`config.mk`:
```
export PLATFORM = sky130hd
export DESIGN_NAME = instPointer
export DESIGN_NICKNAME = d
export VERILOG_FILES = /design/src/verilog/instPointer.sv
export VERILOG_INCLUDE_DIRS = /design/src /design/src/verilog
export SDC_FILE = /design/constraint.sdc
export NUM_CORES = 1
export LEC_CHECK = 0
export BUFFER_PORTS_ARGS = -buffer_cell sky130_fd_sc_hd__buf_2
export CAP_MARGIN = 20
export CORE_AREA = 2 2 39 41
export CTS_CLUSTER_SIZE = 12
export DETAILED_ROUTE_END_ITERATION = 6
export DIE_AREA = 0 0 41 43
export PLACE_DENSITY = 0.7
export SLEW_MARGIN = 40
export SYNTH_ARGS = -nofsm -noshare
export SYNTH_HDL_FRONTEND = slang
export SYNTH_SLANG_ARGS = --single-unit
```
`constraint.sdc`:
```
create_clock -name Clock -period 1.5 [get_ports Clock]
set_input_delay 0.3 -clock Clock [delete_from_list [all_inputs] [get_ports Clock]]
set_output_delay 0.3 -clock Clock [all_outputs]
set_load 0.05 [all_outputs]
```
`src/verilog/miniAlu_defs.svh`:
```
`ifndef MINIALU_DEFS_SVH
`define MINIALU_DEFS_SVH

// ~~~~~~~~~~~~~~~~~~~~
// instruction format.
`define INSTR_W     28
`define OP_W        4
`define DATA_W      16
`define ADDR_W      8
`define RAM_DEPTH   256

// ~~~~~~~~~~~~~~~~~~~~
// opcode values.
`define OP_NOP      4'd0
`define OP_ADD      4'd1
`define OP_SUB      4'd2
`define OP_STO      4'd3
`define OP_BLE      4'd4
`define OP_JMP      4'd5
`define OP_LED      4'd6
`define OP_IMUL     4'd7
`define OP_SMUL     4'd8

`endif

```
`src/verilog/instPointer.sv`:
```
`timescale 1ns/1ps
`include "miniAlu_defs.svh"

module instPointer
(
	input  logic               Clock,
	input  logic               rstN,
	input  logic               branchTaken,
	input  logic [`ADDR_W-1:0] branchTarget,
	output logic [`ADDR_W-1:0] instrAddr
);

	logic [`ADDR_W-1:0] ptrQ;   // address of the next sequential fetch.

	// ~~~~~~~~~~~~~~~~~~~~
	// a taken branch redirects the fetch in the same cycle.
	// There is no delay slot.
	always_comb
	begin
		if (branchTaken)
			instrAddr = branchTarget;
		else
			instrAddr = ptrQ;
	end

	// the register always runs one ahead of whatever was just fetched.
	always_ff @(posedge Clock)
	begin
		if (!rstN)
			ptrQ <= '0;
		else
			ptrQ <= instrAddr + `ADDR_W'd1;   // wraps at the top of program space.
	end

	// ~~~~~~~~~~~~~~~~~~~~
	// fetch must restart at address zero once reset is released.
	aResetToZero: assert property (@(posedge Clock)
		!rstN |=> instrAddr == '0);

endmodule

```
# After elaboration in Yosys (flattened, before gate mapping)
# Cells that the tools add are included.
# W data, S select, Z words.
# totals
regBits	8
input_bits	11
output_inout_bits	8
elab_cells	3
# op_classes
add_sub_neg	1
muxes	1
# ops
cell	n
$add A8 B1 Y8 const B	1
$mux W8	1

# Logic depth before layout (Yosys ltp)
# depth
ltp_word	2
ltp_mapped	7
mapped_depth_nobuf	6

# Least setup slack after synthesis
# No wires, ideal clock.
# synth_timing
path_kind	input -> register
from	input port branchTaken
to	register ptrQ[6]
setup_ns	0.119
arrival_time_ns	1.730
required_time_ns	1.381
setup_slack_ns	-0.349
cell_stages	7
n_path_buf	1
path_cell_list	buf_6 > mux2i_1 > inv_1 > ha_1 > o21ai_1 > nor2_1 > o221a_1
# synth_between
elab_chain_len	2
# synth_rtl
item	line_no	source
from (decl)	instPointer.sv:8	input logic branchTaken,
$mux W8	instPointer.sv:20	if (branchTaken)
via instrAddr[0]	instPointer.sv:10	output logic [`ADDR_W-1:0] instrAddr
$add A8 B1 Y8	instPointer.sv:32	ptrQ <= instrAddr + `ADDR_W'd1;
to (signal assigned)	instPointer.sv:32	
to (decl)	instPointer.sv:13	logic [`ADDR_W-1:0] ptrQ;
# The timed path passes the listed nets, and every way through them passes these cells.
# A chain may end at the register's enable or synchronous reset.

# Final worst setup path
# layout_timing
from	input port branchTaken
to	output port instrAddr[5]
# layout_between
elab_chain_len	1
# layout_rtl
item	line_no
$mux W8	instPointer.sv:20
to (decl)	instPointer.sv:10
# Every way passes these cells.

==> flow_metrics.tcl <==
set metrics [dict create \
    status "finished clean" \
    yosysTopAreaCellShare_pct 30.9 \
    hpwl_um 786 \
    min_path_cells 2 \
    preCtsSetupSlack_ps -101 \
    min_from "rstN" \
    r2r_slack_ps 310 \
    utilization_pct 47.7 \
    grt_pass1_vias 400 \
    yosysMostFrequentCell "dfxtp_1" \
    reg2reg_from "ptrQ[1]$_SDFF_PN0_" \
    startpoint "branchTaken" \
    rows 14 \
    cp_slowest_cell "mux2_2" \
    ys_ff_latch 8 \
    r2r-end "ptrQ[6]$_SDFF_PN0_" \
    setup_viol 0 \
    netlist_instances 51 \
    critPathMaxStageDelay_ps 400 \
    cts-root-buf "clkbuf_4" \
    tightest_slew_ps 250 \
    cts_tree "done" \
    end_kind "output port" \
    ir_worst_vdd_mv 0.477 \
    slew_headroom_pct 83.0 \
    die_h_um 43 \
    synth.distinct_cells 23 \
    start_util_pct 37.4 \
    yosys_warnings 0 \
    powerDensity_nw_per_um2 931 \
    finalCritPeriodShare_pct 94.0 \
    viasPerCell 5.00 \
    dr.pass1.iters 4 \
    crit_chain "buf_4 -> mux2_2 -> buf_2" \
    hold_buffers 0 \
    numPortBuffers 18 \
    finalWirelength_um 1010 \
    grt_remaining_overflow 0 \
    fmax_mhz 709 \
    wl_per_cell_um 11.6 \
    first_iter_violations 2 \
    skew_ps 8.47 \
    hold_end "ptrQ[6]$_SDFF_PN0_" \
    drv_slew 0 \
    synth_edf_count 0 \
    yosysTopAreaCell "dfxtp_1" \
    final_antenna_net_count 0 \
    arrival_ps 1110 \
    cts_buffer_depth 2 \
    reg2reg_depth 5 \
    synth_fp_nets 63 \
    post_cts_buffers 0 \
    synthFlopType "dfxtp_1" \
    num_vias 435 \
    synth.avg_cell_area_um2 10.2 \
    cts_buffers 3 \
    syn2layout_area_growth_pct 27.5 \
    drive_gt1_share_pct 50.7 \
    synth_area_leaders "dfxtp_1, mux2_2, and3b_1" \
    ys_seq_area_share_pct 30.9 \
    synth_area_um2 518 \
    fin_ws_ps 90.0 \
    required_ps 1200 \
    nets 85 \
    gr-usage-all-layers_pct 14.2 \
    diodes 0 \
    clk_pin_slew_ps 60 \
    top_register "ptrQ" \
    gp_congestion 0.690 \
    start_kind "input port" \
    grt_pass1_wl_um 1590 \
    critPathKind "input port to output port" \
    cts_max_level 1 \
    clk_latency_ps 260 \
    cts.sinks 8 \
    drc 0 \
    maxCapViolations 0 \
    p_leak_uw 0.000314 \
    synth_commonest_cells "dfxtp_1, mux2_2, nand3_1, and3b_1" \
    grt_max_degree 17 \
    die_x_um 41 \
    ios 19 \
    antenna_found_initial 0 \
    fin_crit_ps 1410 \
    largest_registers "ptrQ (8)" \
    ys_async_sr_fraction_pct 0 \
    rsz0062_at_grt "no" \
    hp-class "input port to flip-flop" \
    largest_reg_flops 8 \
    finalHoldViolCount 0 \
    die-area_um2 1760 \
    path_max_fanout 16 \
    coreArea_um2 1380 \
]
-- cells in the final DEF, fill, tap and decap left out, drive strengths merged, types with 2 or more instances in the layout --
master  instances
buf            19
dfxtp           8
mux2            7
nand3           5
and3b           4
nand2           3
and2            3
clkbuf          3
nand3b          3
a21oi           3
xnor2           2
nor2            2
-- worst max-delay path: cells and delay by family --
family                 cells  cell delay (ps)
buffers and inverters      2              410
multiplexers               1              400
-- final cells by class --
cell class / count / area (um2)
clock buffers: 3 / 22.5
fillers: 136 / 723
inverters: 1 / 6.26
multi-input cells: 40 / 352
flip-flops and latches: 8 / 160
well taps: 16 / 20.0
repair buffers: 19 / 100
-- cells by family after synthesis --
family,Yosys count,share of synthesized area [%]
AND/OR/NAND/NOR,22,28.0
multiplexers,8,17.2
flip-flops,8,30.9
AO/OA/AOI/OAI,7,12.3
buffers and inverters,3,5.80
XOR/XNOR,2,3.38
adder cells (fa/ha/maj),1,2.42
-- per-stage QoR --
stage,hold slack (ps),cells,power [uW],cell area (um2),setup TNS [ps]
2_1_floorplan,422,51,409,548,-57.1
3_3_place_gp,618,84,450,636,-216
3_5_place_dp,631,84,452,636,-304
4_1_cts,349,87,626,661,0
5_1_grt,360,87,648,661,0
6_report,353,87,615,661,0
-- per-layer routing --
| layer | vias to the layer above | routed length [um] | GRT usage (%) |
|---|---|---|---|
| li1 | 225 | - | - |
| met1 | 197 | 444 | 15.8 |
| met2 | 11 | 475 | 20.3 |
| met3 | 2 | 65 | 7.85 |
| met4 | 0 | 19 | 8.00 |
| met5 | - | 0 | 0 |
-- power breakdown --
part	total [uW]	switching, uW	internal [uW]
clock	169	76.9	91.8
combinational	205	130	75.8
sequential	241	10.9	230
total	615	217	398
-- timing repair --
item | 4_1_cts | 5_1_grt
setup endpoints to repair | 2 | 0
gates resized for setup | 1 | 0
hold endpoints to repair | 0 | 0
-- how the worst max path moves through the flow --
| stage | slack [ps] | end | depth (start not counted) |
|---|---|---|---|
| global route | 50 | instrAddr[4] | 2 |
| CTS | 80 | instrAddr[4] | 2 |
| detailed placement | -100 | ptrQ[6]$_SDFF_PN0_ | 7 |
| finish | 90 | instrAddr[5] | 3 |
| global placement | -90 | ptrQ[6]$_SDFF_PN0_ | 7 |
| floorplan | -50 | ptrQ[6]$_SDFF_PN0_ | 7 |
No activity file was read; power rests on OpenSTA's default activity.
