<file path="src/verilog/miniAlu_defs.svh">
`ifndef MINIALU_DEFS_SVH
`define MINIALU_DEFS_SVH

// ~~~~~~~~~~~~~~~~~~~~
// instruction format.
`define INSTR_W     28
`define OP_W        4
`define DATA_W      16
`define ADDR_W      8
`define RAM_DEPTH   256

// ~~~~~~~~~~~~~~~~~~~~
// opcode values.
`define OP_NOP      4'd0
`define OP_ADD      4'd1
`define OP_SUB      4'd2
`define OP_STO      4'd3
`define OP_BLE      4'd4
`define OP_JMP      4'd5
`define OP_LED      4'd6
`define OP_IMUL     4'd7
`define OP_SMUL     4'd8

`endif

</file>
<file path="src/verilog/miniAluPkg.sv">
`include "miniAlu_defs.svh"

package miniAluPkg;

	// ~~~~~~~~~~~~~~~~~~~~
	// operations understood by the execute unit.
	typedef enum logic [`OP_W-1:0]
	{
		opNop  = `OP_NOP,
		opAdd  = `OP_ADD,
		opSub  = `OP_SUB,
		opSto  = `OP_STO,
		opBle  = `OP_BLE,
		opJmp  = `OP_JMP,
		opLed  = `OP_LED,
		opImul = `OP_IMUL,
		opSmul = `OP_SMUL
	} opcodeT;

	// register form, used by arithmetic, branches and LED.
	typedef struct packed
	{
		opcodeT              op;
		logic [`ADDR_W-1:0]  dest;   // write address or branch target.
		logic [`ADDR_W-1:0]  src1;
		logic [`ADDR_W-1:0]  src0;
	} regFormT;

	// immediate form, used by STO only.
	typedef struct packed
	{
		opcodeT              op;
		logic [`ADDR_W-1:0]  dest;
		logic [`DATA_W-1:0]  imm;    // overlays src1 and src0.
	} immFormT;

	// one fetched word, read through whichever view the opcode needs.
	typedef union packed
	{
		regFormT regForm;
		immFormT immForm;
	} instrT;

	// ~~~~~~~~~~~~~~~~~~~~
	// write request from the execute unit into the data RAM.
	typedef struct packed
	{
		logic                en;
		logic [`ADDR_W-1:0]  addr;
		logic [`DATA_W-1:0]  data;
	} writeBackT;

endpackage

</file>
<file path="src/verilog/arrayMultiplier.sv">
`timescale 1ns/1ps

module arrayMultiplier
(
	input  logic [7:0]  a,
	input  logic [7:0]  b,
	output logic [15:0] product
);

	wire [7:0] pp [8];        // pp[i][j] is a[j] and b[i].
	wire [8:0] rowSum [8];    // row result, carry out in bit 8.

	genvar i, j;

	// ~~~~~~~~~~~~~~~~~~~~
	// partial product rows.
	for (i = 0; i < 8; i++)
	begin : gPartial
		assign pp[i] = a & {8{b[i]}};
	end

	assign rowSum[0] = {1'b0, pp[0]};

	// each row adds its partial product to the previous row shifted down by one.
	// The bit shifted out is final and drops into the product.
	for (i = 1; i < 8; i++)
	begin : gRow
		wire [8:0] carry;
		assign carry[0] = 1'b0;
		for (j = 0; j < 8; j++)
		begin : gCell
			assign rowSum[i][j] = pp[i][j] ^ rowSum[i-1][j+1] ^ carry[j];   // full adder sum.
			assign carry[j+1] = (pp[i][j] & rowSum[i-1][j+1]) |
				(carry[j] & (pp[i][j] ^ rowSum[i-1][j+1]));
		end
		assign rowSum[i][8] = carry[8];
	end

	// ~~~~~~~~~~~~~~~~~~~~
	// low bits come one per row, the top byte from the last row.
	for (i = 0; i < 8; i++)
	begin : gLowBits
		assign product[i] = rowSum[i][0];
	end

	assign product[15:8] = rowSum[7][8:1];

endmodule

</file>
<file path="src/verilog/execUnit.sv">
`timescale 1ns/1ps
`include "miniAlu_defs.svh"

module execUnit
(
	input  logic                   Clock,
	input  logic                   rstN,
	input  miniAluPkg::instrT      instr,
	input  logic [`DATA_W-1:0]     operand0,
	input  logic [`DATA_W-1:0]     operand1,
	output miniAluPkg::writeBackT  writeBack,
	output logic                   branchTaken,
	output logic [`ADDR_W-1:0]     branchTarget,
	output logic [7:0]             led,
	output logic                   ledWrite
);

	miniAluPkg::instrT          decodeQ;         // instruction in execute.
	logic [15:0]                arrayProduct;
	logic signed [`DATA_W-1:0]  signedProduct;
	logic [`DATA_W-1:0]         result;
	logic                       writeEn;
	logic                       ledLoad;

	// ~~~~~~~~~~~~~~~~~~~~
	// decode stage. An all-zero word decodes as NOP.
	always_ff @(posedge Clock)
	begin
		if (!rstN)
			decodeQ <= '0;
		else
			decodeQ <= instr;
	end

	arrayMultiplier uArrayMul
	(
		.a       (operand1[7:0]),
		.b       (operand0[7:0]),
		.product (arrayProduct)
	);

	assign signedProduct = $signed(operand1) * $signed(operand0);   // low half is kept.

	// ~~~~~~~~~~~~~~~~~~~~
	// operation select.
	always_comb
	begin
		result      = '0;
		writeEn     = 1'b0;
		branchTaken = 1'b0;
		ledLoad     = 1'b0;
		case (decodeQ.regForm.op)
			miniAluPkg::opAdd:
			begin
				result  = operand1 + operand0;   // wraps modulo 2^16.
				writeEn = 1'b1;
			end
			miniAluPkg::opSub:
			begin
				result  = operand1 - operand0;
				writeEn = 1'b1;
			end
			miniAluPkg::opSto:
			begin
				result  = decodeQ.immForm.imm;
				writeEn = 1'b1;
			end
			miniAluPkg::opImul:
			begin
				result  = arrayProduct;
				writeEn = 1'b1;
			end
			miniAluPkg::opSmul:
			begin
				result  = signedProduct;
				writeEn = 1'b1;
			end
			miniAluPkg::opBle:
				branchTaken = (operand1 <= operand0);   // unsigned compare.
			miniAluPkg::opJmp:
				branchTaken = 1'b1;
			miniAluPkg::opLed:
				ledLoad = 1'b1;
			default:
			begin
				// NOP and any unused opcode leave all state alone.
			end
		endcase
	end

	assign writeBack.en   = writeEn;
	assign writeBack.addr = decodeQ.regForm.dest;
	assign writeBack.data = result;
	assign branchTarget   = decodeQ.regForm.dest;

	// ~~~~~~~~~~~~~~~~~~~~
	// LED register and its load strobe.
	always_ff @(posedge Clock)
	begin
		if (!rstN)
		begin
			led      <= '0;
			ledWrite <= 1'b0;
		end
		else
		begin
			ledWrite <= ledLoad;
			if (ledLoad)
				led <= operand1[7:0];
		end
	end

	aLedFromLedOp: assert property (@(posedge Clock) disable iff (!rstN)
		ledWrite |-> $past(decodeQ.regForm.op == miniAluPkg::opLed));

	// a branch never writes the RAM.
	aNoBranchWrite: assert property (@(posedge Clock) disable iff (!rstN)
		!(branchTaken && writeBack.en));

endmodule

</file>
<file path="config.mk">
export PLATFORM = sky130hd
export DESIGN_NAME = execUnit
export DESIGN_NICKNAME = d
export VERILOG_FILES = /design/src/verilog/miniAluPkg.sv /design/src/verilog/arrayMultiplier.sv /design/src/verilog/execUnit.sv
export VERILOG_INCLUDE_DIRS = /design/src /design/src/verilog
export SDC_FILE = /design/constraint.sdc
export NUM_CORES = 1
export LEC_CHECK = 0
export BUFFER_PORTS_ARGS = -buffer_cell sky130_fd_sc_hd__buf_2
export CORE_ASPECT_RATIO = 0.75
export CORE_MARGIN = 10
export CORE_UTILIZATION = 40
export CTS_CLUSTER_SIZE = 28
export DETAILED_ROUTE_END_ITERATION = 10
export PLACE_DENSITY_LB_ADDON = 0.25
export SETUP_SLACK_MARGIN = 0.3
export SLEW_MARGIN = 25
export SYNTH_ARGS = -nofsm -noshare
export SYNTH_HDL_FRONTEND = slang
export SYNTH_SLANG_ARGS = --single-unit
</file>
<file path="constraint.sdc">
create_clock -name Clock -period 33.7 [get_ports Clock]
set_input_delay 6.74 -clock Clock [delete_from_list [all_inputs] [get_ports Clock]]
set_output_delay 6.74 -clock Clock [all_outputs]
set_load 0.02 [all_outputs]
</file>
Yosys cells after proc, flatten, opt, wreduce, memory -nomap -nowiden
Cells that the tools add are included.
Cells by class
  $add $sub $neg: 2
  multipliers: 1
  magnitude comparators: 1
  equal/unequal tests: 8
  muxes and demuxes: 4
  bitwise operators: 264
  reductions and logical operators: 1
Operators with widths (number)
  $and A1 B1 Y1: 104
  $xor A1 B1 Y1: 104
  $pmux W16 S5: 1
  $and A8 B8 Y8: 8
  $or A1 B1 Y1: 48
  $add A16 B16 Y16: 1
  $eq A4 B3 Y1 const B: 4
  $le A16 B16 Y1: 1
  $mul A16 B16 Y16: 1
  $sub A16 B16 Y16: 1
  $eq A4 B2 Y1 const B: 2
  $reduce_or A5 Y1: 1
  $eq A4 B1 Y1 const B: 1
  $eq A4 B4 Y1 const B: 1
  $mux W1: 2
  $pmux W1 S2: 1
Word-level totals
  bits in registers: 37
  input bits: 62
  output and inout bits: 43

Longest topological paths before layout
  depth after elaboration: 41
  mapped depth: 36
  mapped depth without buffers: 35

By module
Synthesis repeated with hierarchy kept, for this count alone.
Unflattened totals
  cell total of the unflattened synthesis: 1020
  area total of the unflattened synthesis: 8583.2 um^2
Modules (own cells, without submodules)
  execUnit: instances 1, cells each 869, area an instance 7116.8 um^2
  arrayMultiplier: instances 1, cells each 151, area an instance 1466.4 um^2

Worst setup path before layout
No wires, ideal clock.
  path type: input -> output
  start: in operand1[0]
  end: out writeBack[14] (netlist name)
  arrival time: 16.667 ns
  required time: 26.960 ns
  slack: 10.293 ns
  stages on the path: 27
  path buffers: 1
  path through: inv_1 > buf_1 > nor2_1 > ha_1 > fa_1 > fa_1 > fa_1 > fa_1 > fa_1 > fa_1 > fa_1 > fa_1 > fa_1 > fa_1 > fa_1 > fa_1 > fa_1 > fa_1 > fa_1 > fa_1 > inv_1 > fa_1 > fa_1 > inv_1 > fa_1 > a221oi_1 > nand4_1
RTL lines
  start: declaration: RTL line execUnit.sv:10  | input logic [`DATA_W-1:0] operand1,
  end: declaration: RTL line execUnit.sv:11  | output miniAluPkg::writeBackT writeBack,

==> results.ini <==
[layout]
final_util=0.449
drive_above_1_share=0.124
n_fill_cell=2072
instances_no_fill=1312
antenna_cells=0
area_growth_pct=9.29
num-nets-final=1319
stdcell_area_um2=9190

[yosys]
yosysWarnings=0
synth_cells=971
synth-async-reset-ratio=0
syn_area_um2=8400
synthAdderAreaFrac=0.455
ys.flop_type=dfxtp_1
synth_compound_area_frac=0.130
yosysSeqAreaShare=0.0881
ys_seq_elements=37
synth_mux_area_frac=0.00119
ys_types=62
synth_top_family_by_area=adder cells
syn_area_per_cell_um2=8.66
synth-xor-area-share=0.0438
synth_edf_count=0
synth_nets=1261
synth-simple-area-share=0.169

[sta]
setup_violations=0
period_share=0.708
slew_violations=0
finalHoldViolCount=0
slew_headroom=0.294
hold_slack_ps=465
rsz0062_at_grt=no
max_freq_ghz=0.0419
min_period_ps=23850
skew_ps=1.25
tns_ps=0
layout_setup_ws_ps=9850
worst_pin_slew_ps=1050

[route]
drtIter0Drc=403
vias_per_cell=5.16
firstDrtPassIters=8
drt_wl_total_mm=24.3
drc_errors=0
via_count=6765
ant_nets=0
wire_per_inst_um=18.5

[clock_network]
hold_buffers=0
cts.reportedPaths.clkPinSlew_ps=60
h-tree-depth=2
clockBufferDepth=2
clk_latency_ps=280
post_cts_resized=0
cts_setup_buffers=0
cts_buffers=5
cts-root-buf=clkbuf_16
cts_sinks=37
cts_tree=done

[worst_setup_path]
end_kind=output port
crit_type=in -> out
worstReg2RegEnd=led[1]
critPathTopFamily=adder cells
cpPeakStageDelay_ps=580
crit_arrival_ps=17110
r2r_start=decodeQ[26]
required_ps=26960
critPathLaunchType=primary input
regToRegSetupSlack_ps=32150
crit_top_cell=fa_1
cp_num_buf_inv=5
reg2reg_depth=4
cp_slowest_cell=fa_1
cp_max_fo=14

[floorplanning]
die_y_um=146
io_pins=105
rows=45
die_w_um=187
initial_core_util=0.411
dieArea_um2=27300
fp.coreArea_um2=20400

[power]
leakagePower_nw=4.65
power_mw=0.631
worst_ir_drop_vdd_uv=44.6
p_per_area_nw_per_um2=68.7

[global_routing]
grt_pass1_wl_mm=39.1
antenna_found_initial=0
overflow=0
grt_max_degree=38
grt_pass1_vias=7150
track_usage=0.177

[placed_design]
gp_congestion=0.895
pre_cts_ws_ps=9790
dp_cells=1304
numPortBuffers=104
dp_hpwl_mm=20.5
place_area_um2=9030

[job]
cap_violations=0

[worst_hold_path]
hold_path_end=led[5]
hold_path_depth=2
worstHoldStart=led[5]
min-delay-path-class=reg -> reg

[run_status]
status=finished clean

## per-layer routing
metal  vias up  track usage  wire (um)
met5         -            0          0
met1      3351        0.249      11300
met3        12       0.0385       1620
li1       3203            -          -
met4         0       0.0219        241
met2       199        0.278      11100
## registers in the layout (all words and copies together) (netlist names)
name and count:
decodeQ 28, led 8, ledWrite 1
## area by class of cell
type                            instances  area (um^2)  share of cell area
Inverter                              178          668              0.0727
Timing Repair Buffer                  106          536              0.0583
Tap cell                              282          353              0.0384
Clock buffer                            6          139              0.0151
Sequential cell                        37          741              0.0806
Multi-Input combinational cell        701         6740               0.733
Clock inverter                          2         13.8             0.00150
## cells in the mapped netlist (8+ instances only)
master,instances,area (um^2)
a21boi_0,9,67.6
a21o_1,13,97.6
a21oi_1,29,145
a221oi_1,11,96.3
a222oi_1,9,90.1
and2_1,95,594
buf_4,17,128
clkbuf_1,34,128
dfxtp_1,37,741
fa_1,129,2580
ha_1,99,1240
inv_1,178,668
nand2_1,82,308
nand2b_1,10,62.6
nor2_1,47,176
nor3_1,11,55.1
o21ai_0,27,135
xnor2_1,34,298
xor2_1,8,70.1
## kinds of logic (layout without fill, tap and decap cells)
family / count (synthesis) / in the layout
AND/OR/NAND/NOR: 279 / 279
buffers and inverters: 233 / 292
adder cells (fa/ha/maj): 228 / 228
AO/OA/AOI/OAI: 151 / 151
XOR/XNOR: 42 / 42
flip-flops: 37 / 37
multiplexers: 1 / 1
## power breakdown
part	leakage, nW	internal, mW	switching, mW	total [mW]
combinational	4.27	0.218	0.319	0.537
clock	0.0768	0.0294	0.0177	0.0471
sequential	0.306	0.0457	0.00122	0.0470
total	4.65	0.293	0.338	0.631
## cells in the final DEF, fill, tap and decap left out, types with 9 or more instances in the layout
cell	netlist	final
inv_1	178	178
a21boi_0	9	9
ha_1	99	99
fa_1	129	129
nand2_1	82	82
buf_2	2	104
a222oi_1	9	9
nor2_1	47	46
o21ai_0	27	27
dfxtp_1	37	37
xnor2_1	34	34
nor3_1	11	10
a21oi_1	29	29
a21o_1	13	13
a221oi_1	11	11
and2_1	95	95
nand2b_1	10	10
## worst min-delay path: cells and delay by family (launching register included)
family             cells  cell delay, ps
DFF                    1             310
AOI/OAI and AO/OA      1              60
and+or+nand+nor        1              50
## worst max-delay path by stage
| stage | end | slack (ps) | from | depth (start not counted) |
|---|---|---|---|---|
| finish | writeBack[15] | 9850 | operand1[0] | 29 |
| CTS | writeBack[14] | 9790 | operand1[0] | 28 |
| floorplan | writeBack[14] | 10290 | operand1[0] | 27 |
| detailed placement | writeBack[14] | 9790 | operand1[0] | 28 |
| global placement | writeBack[15] | 9870 | operand1[0] | 29 |
| global route | writeBack[14] | 9350 | operand1[0] | 28 |
Note: power is estimated with default switching activity, not from simulation.
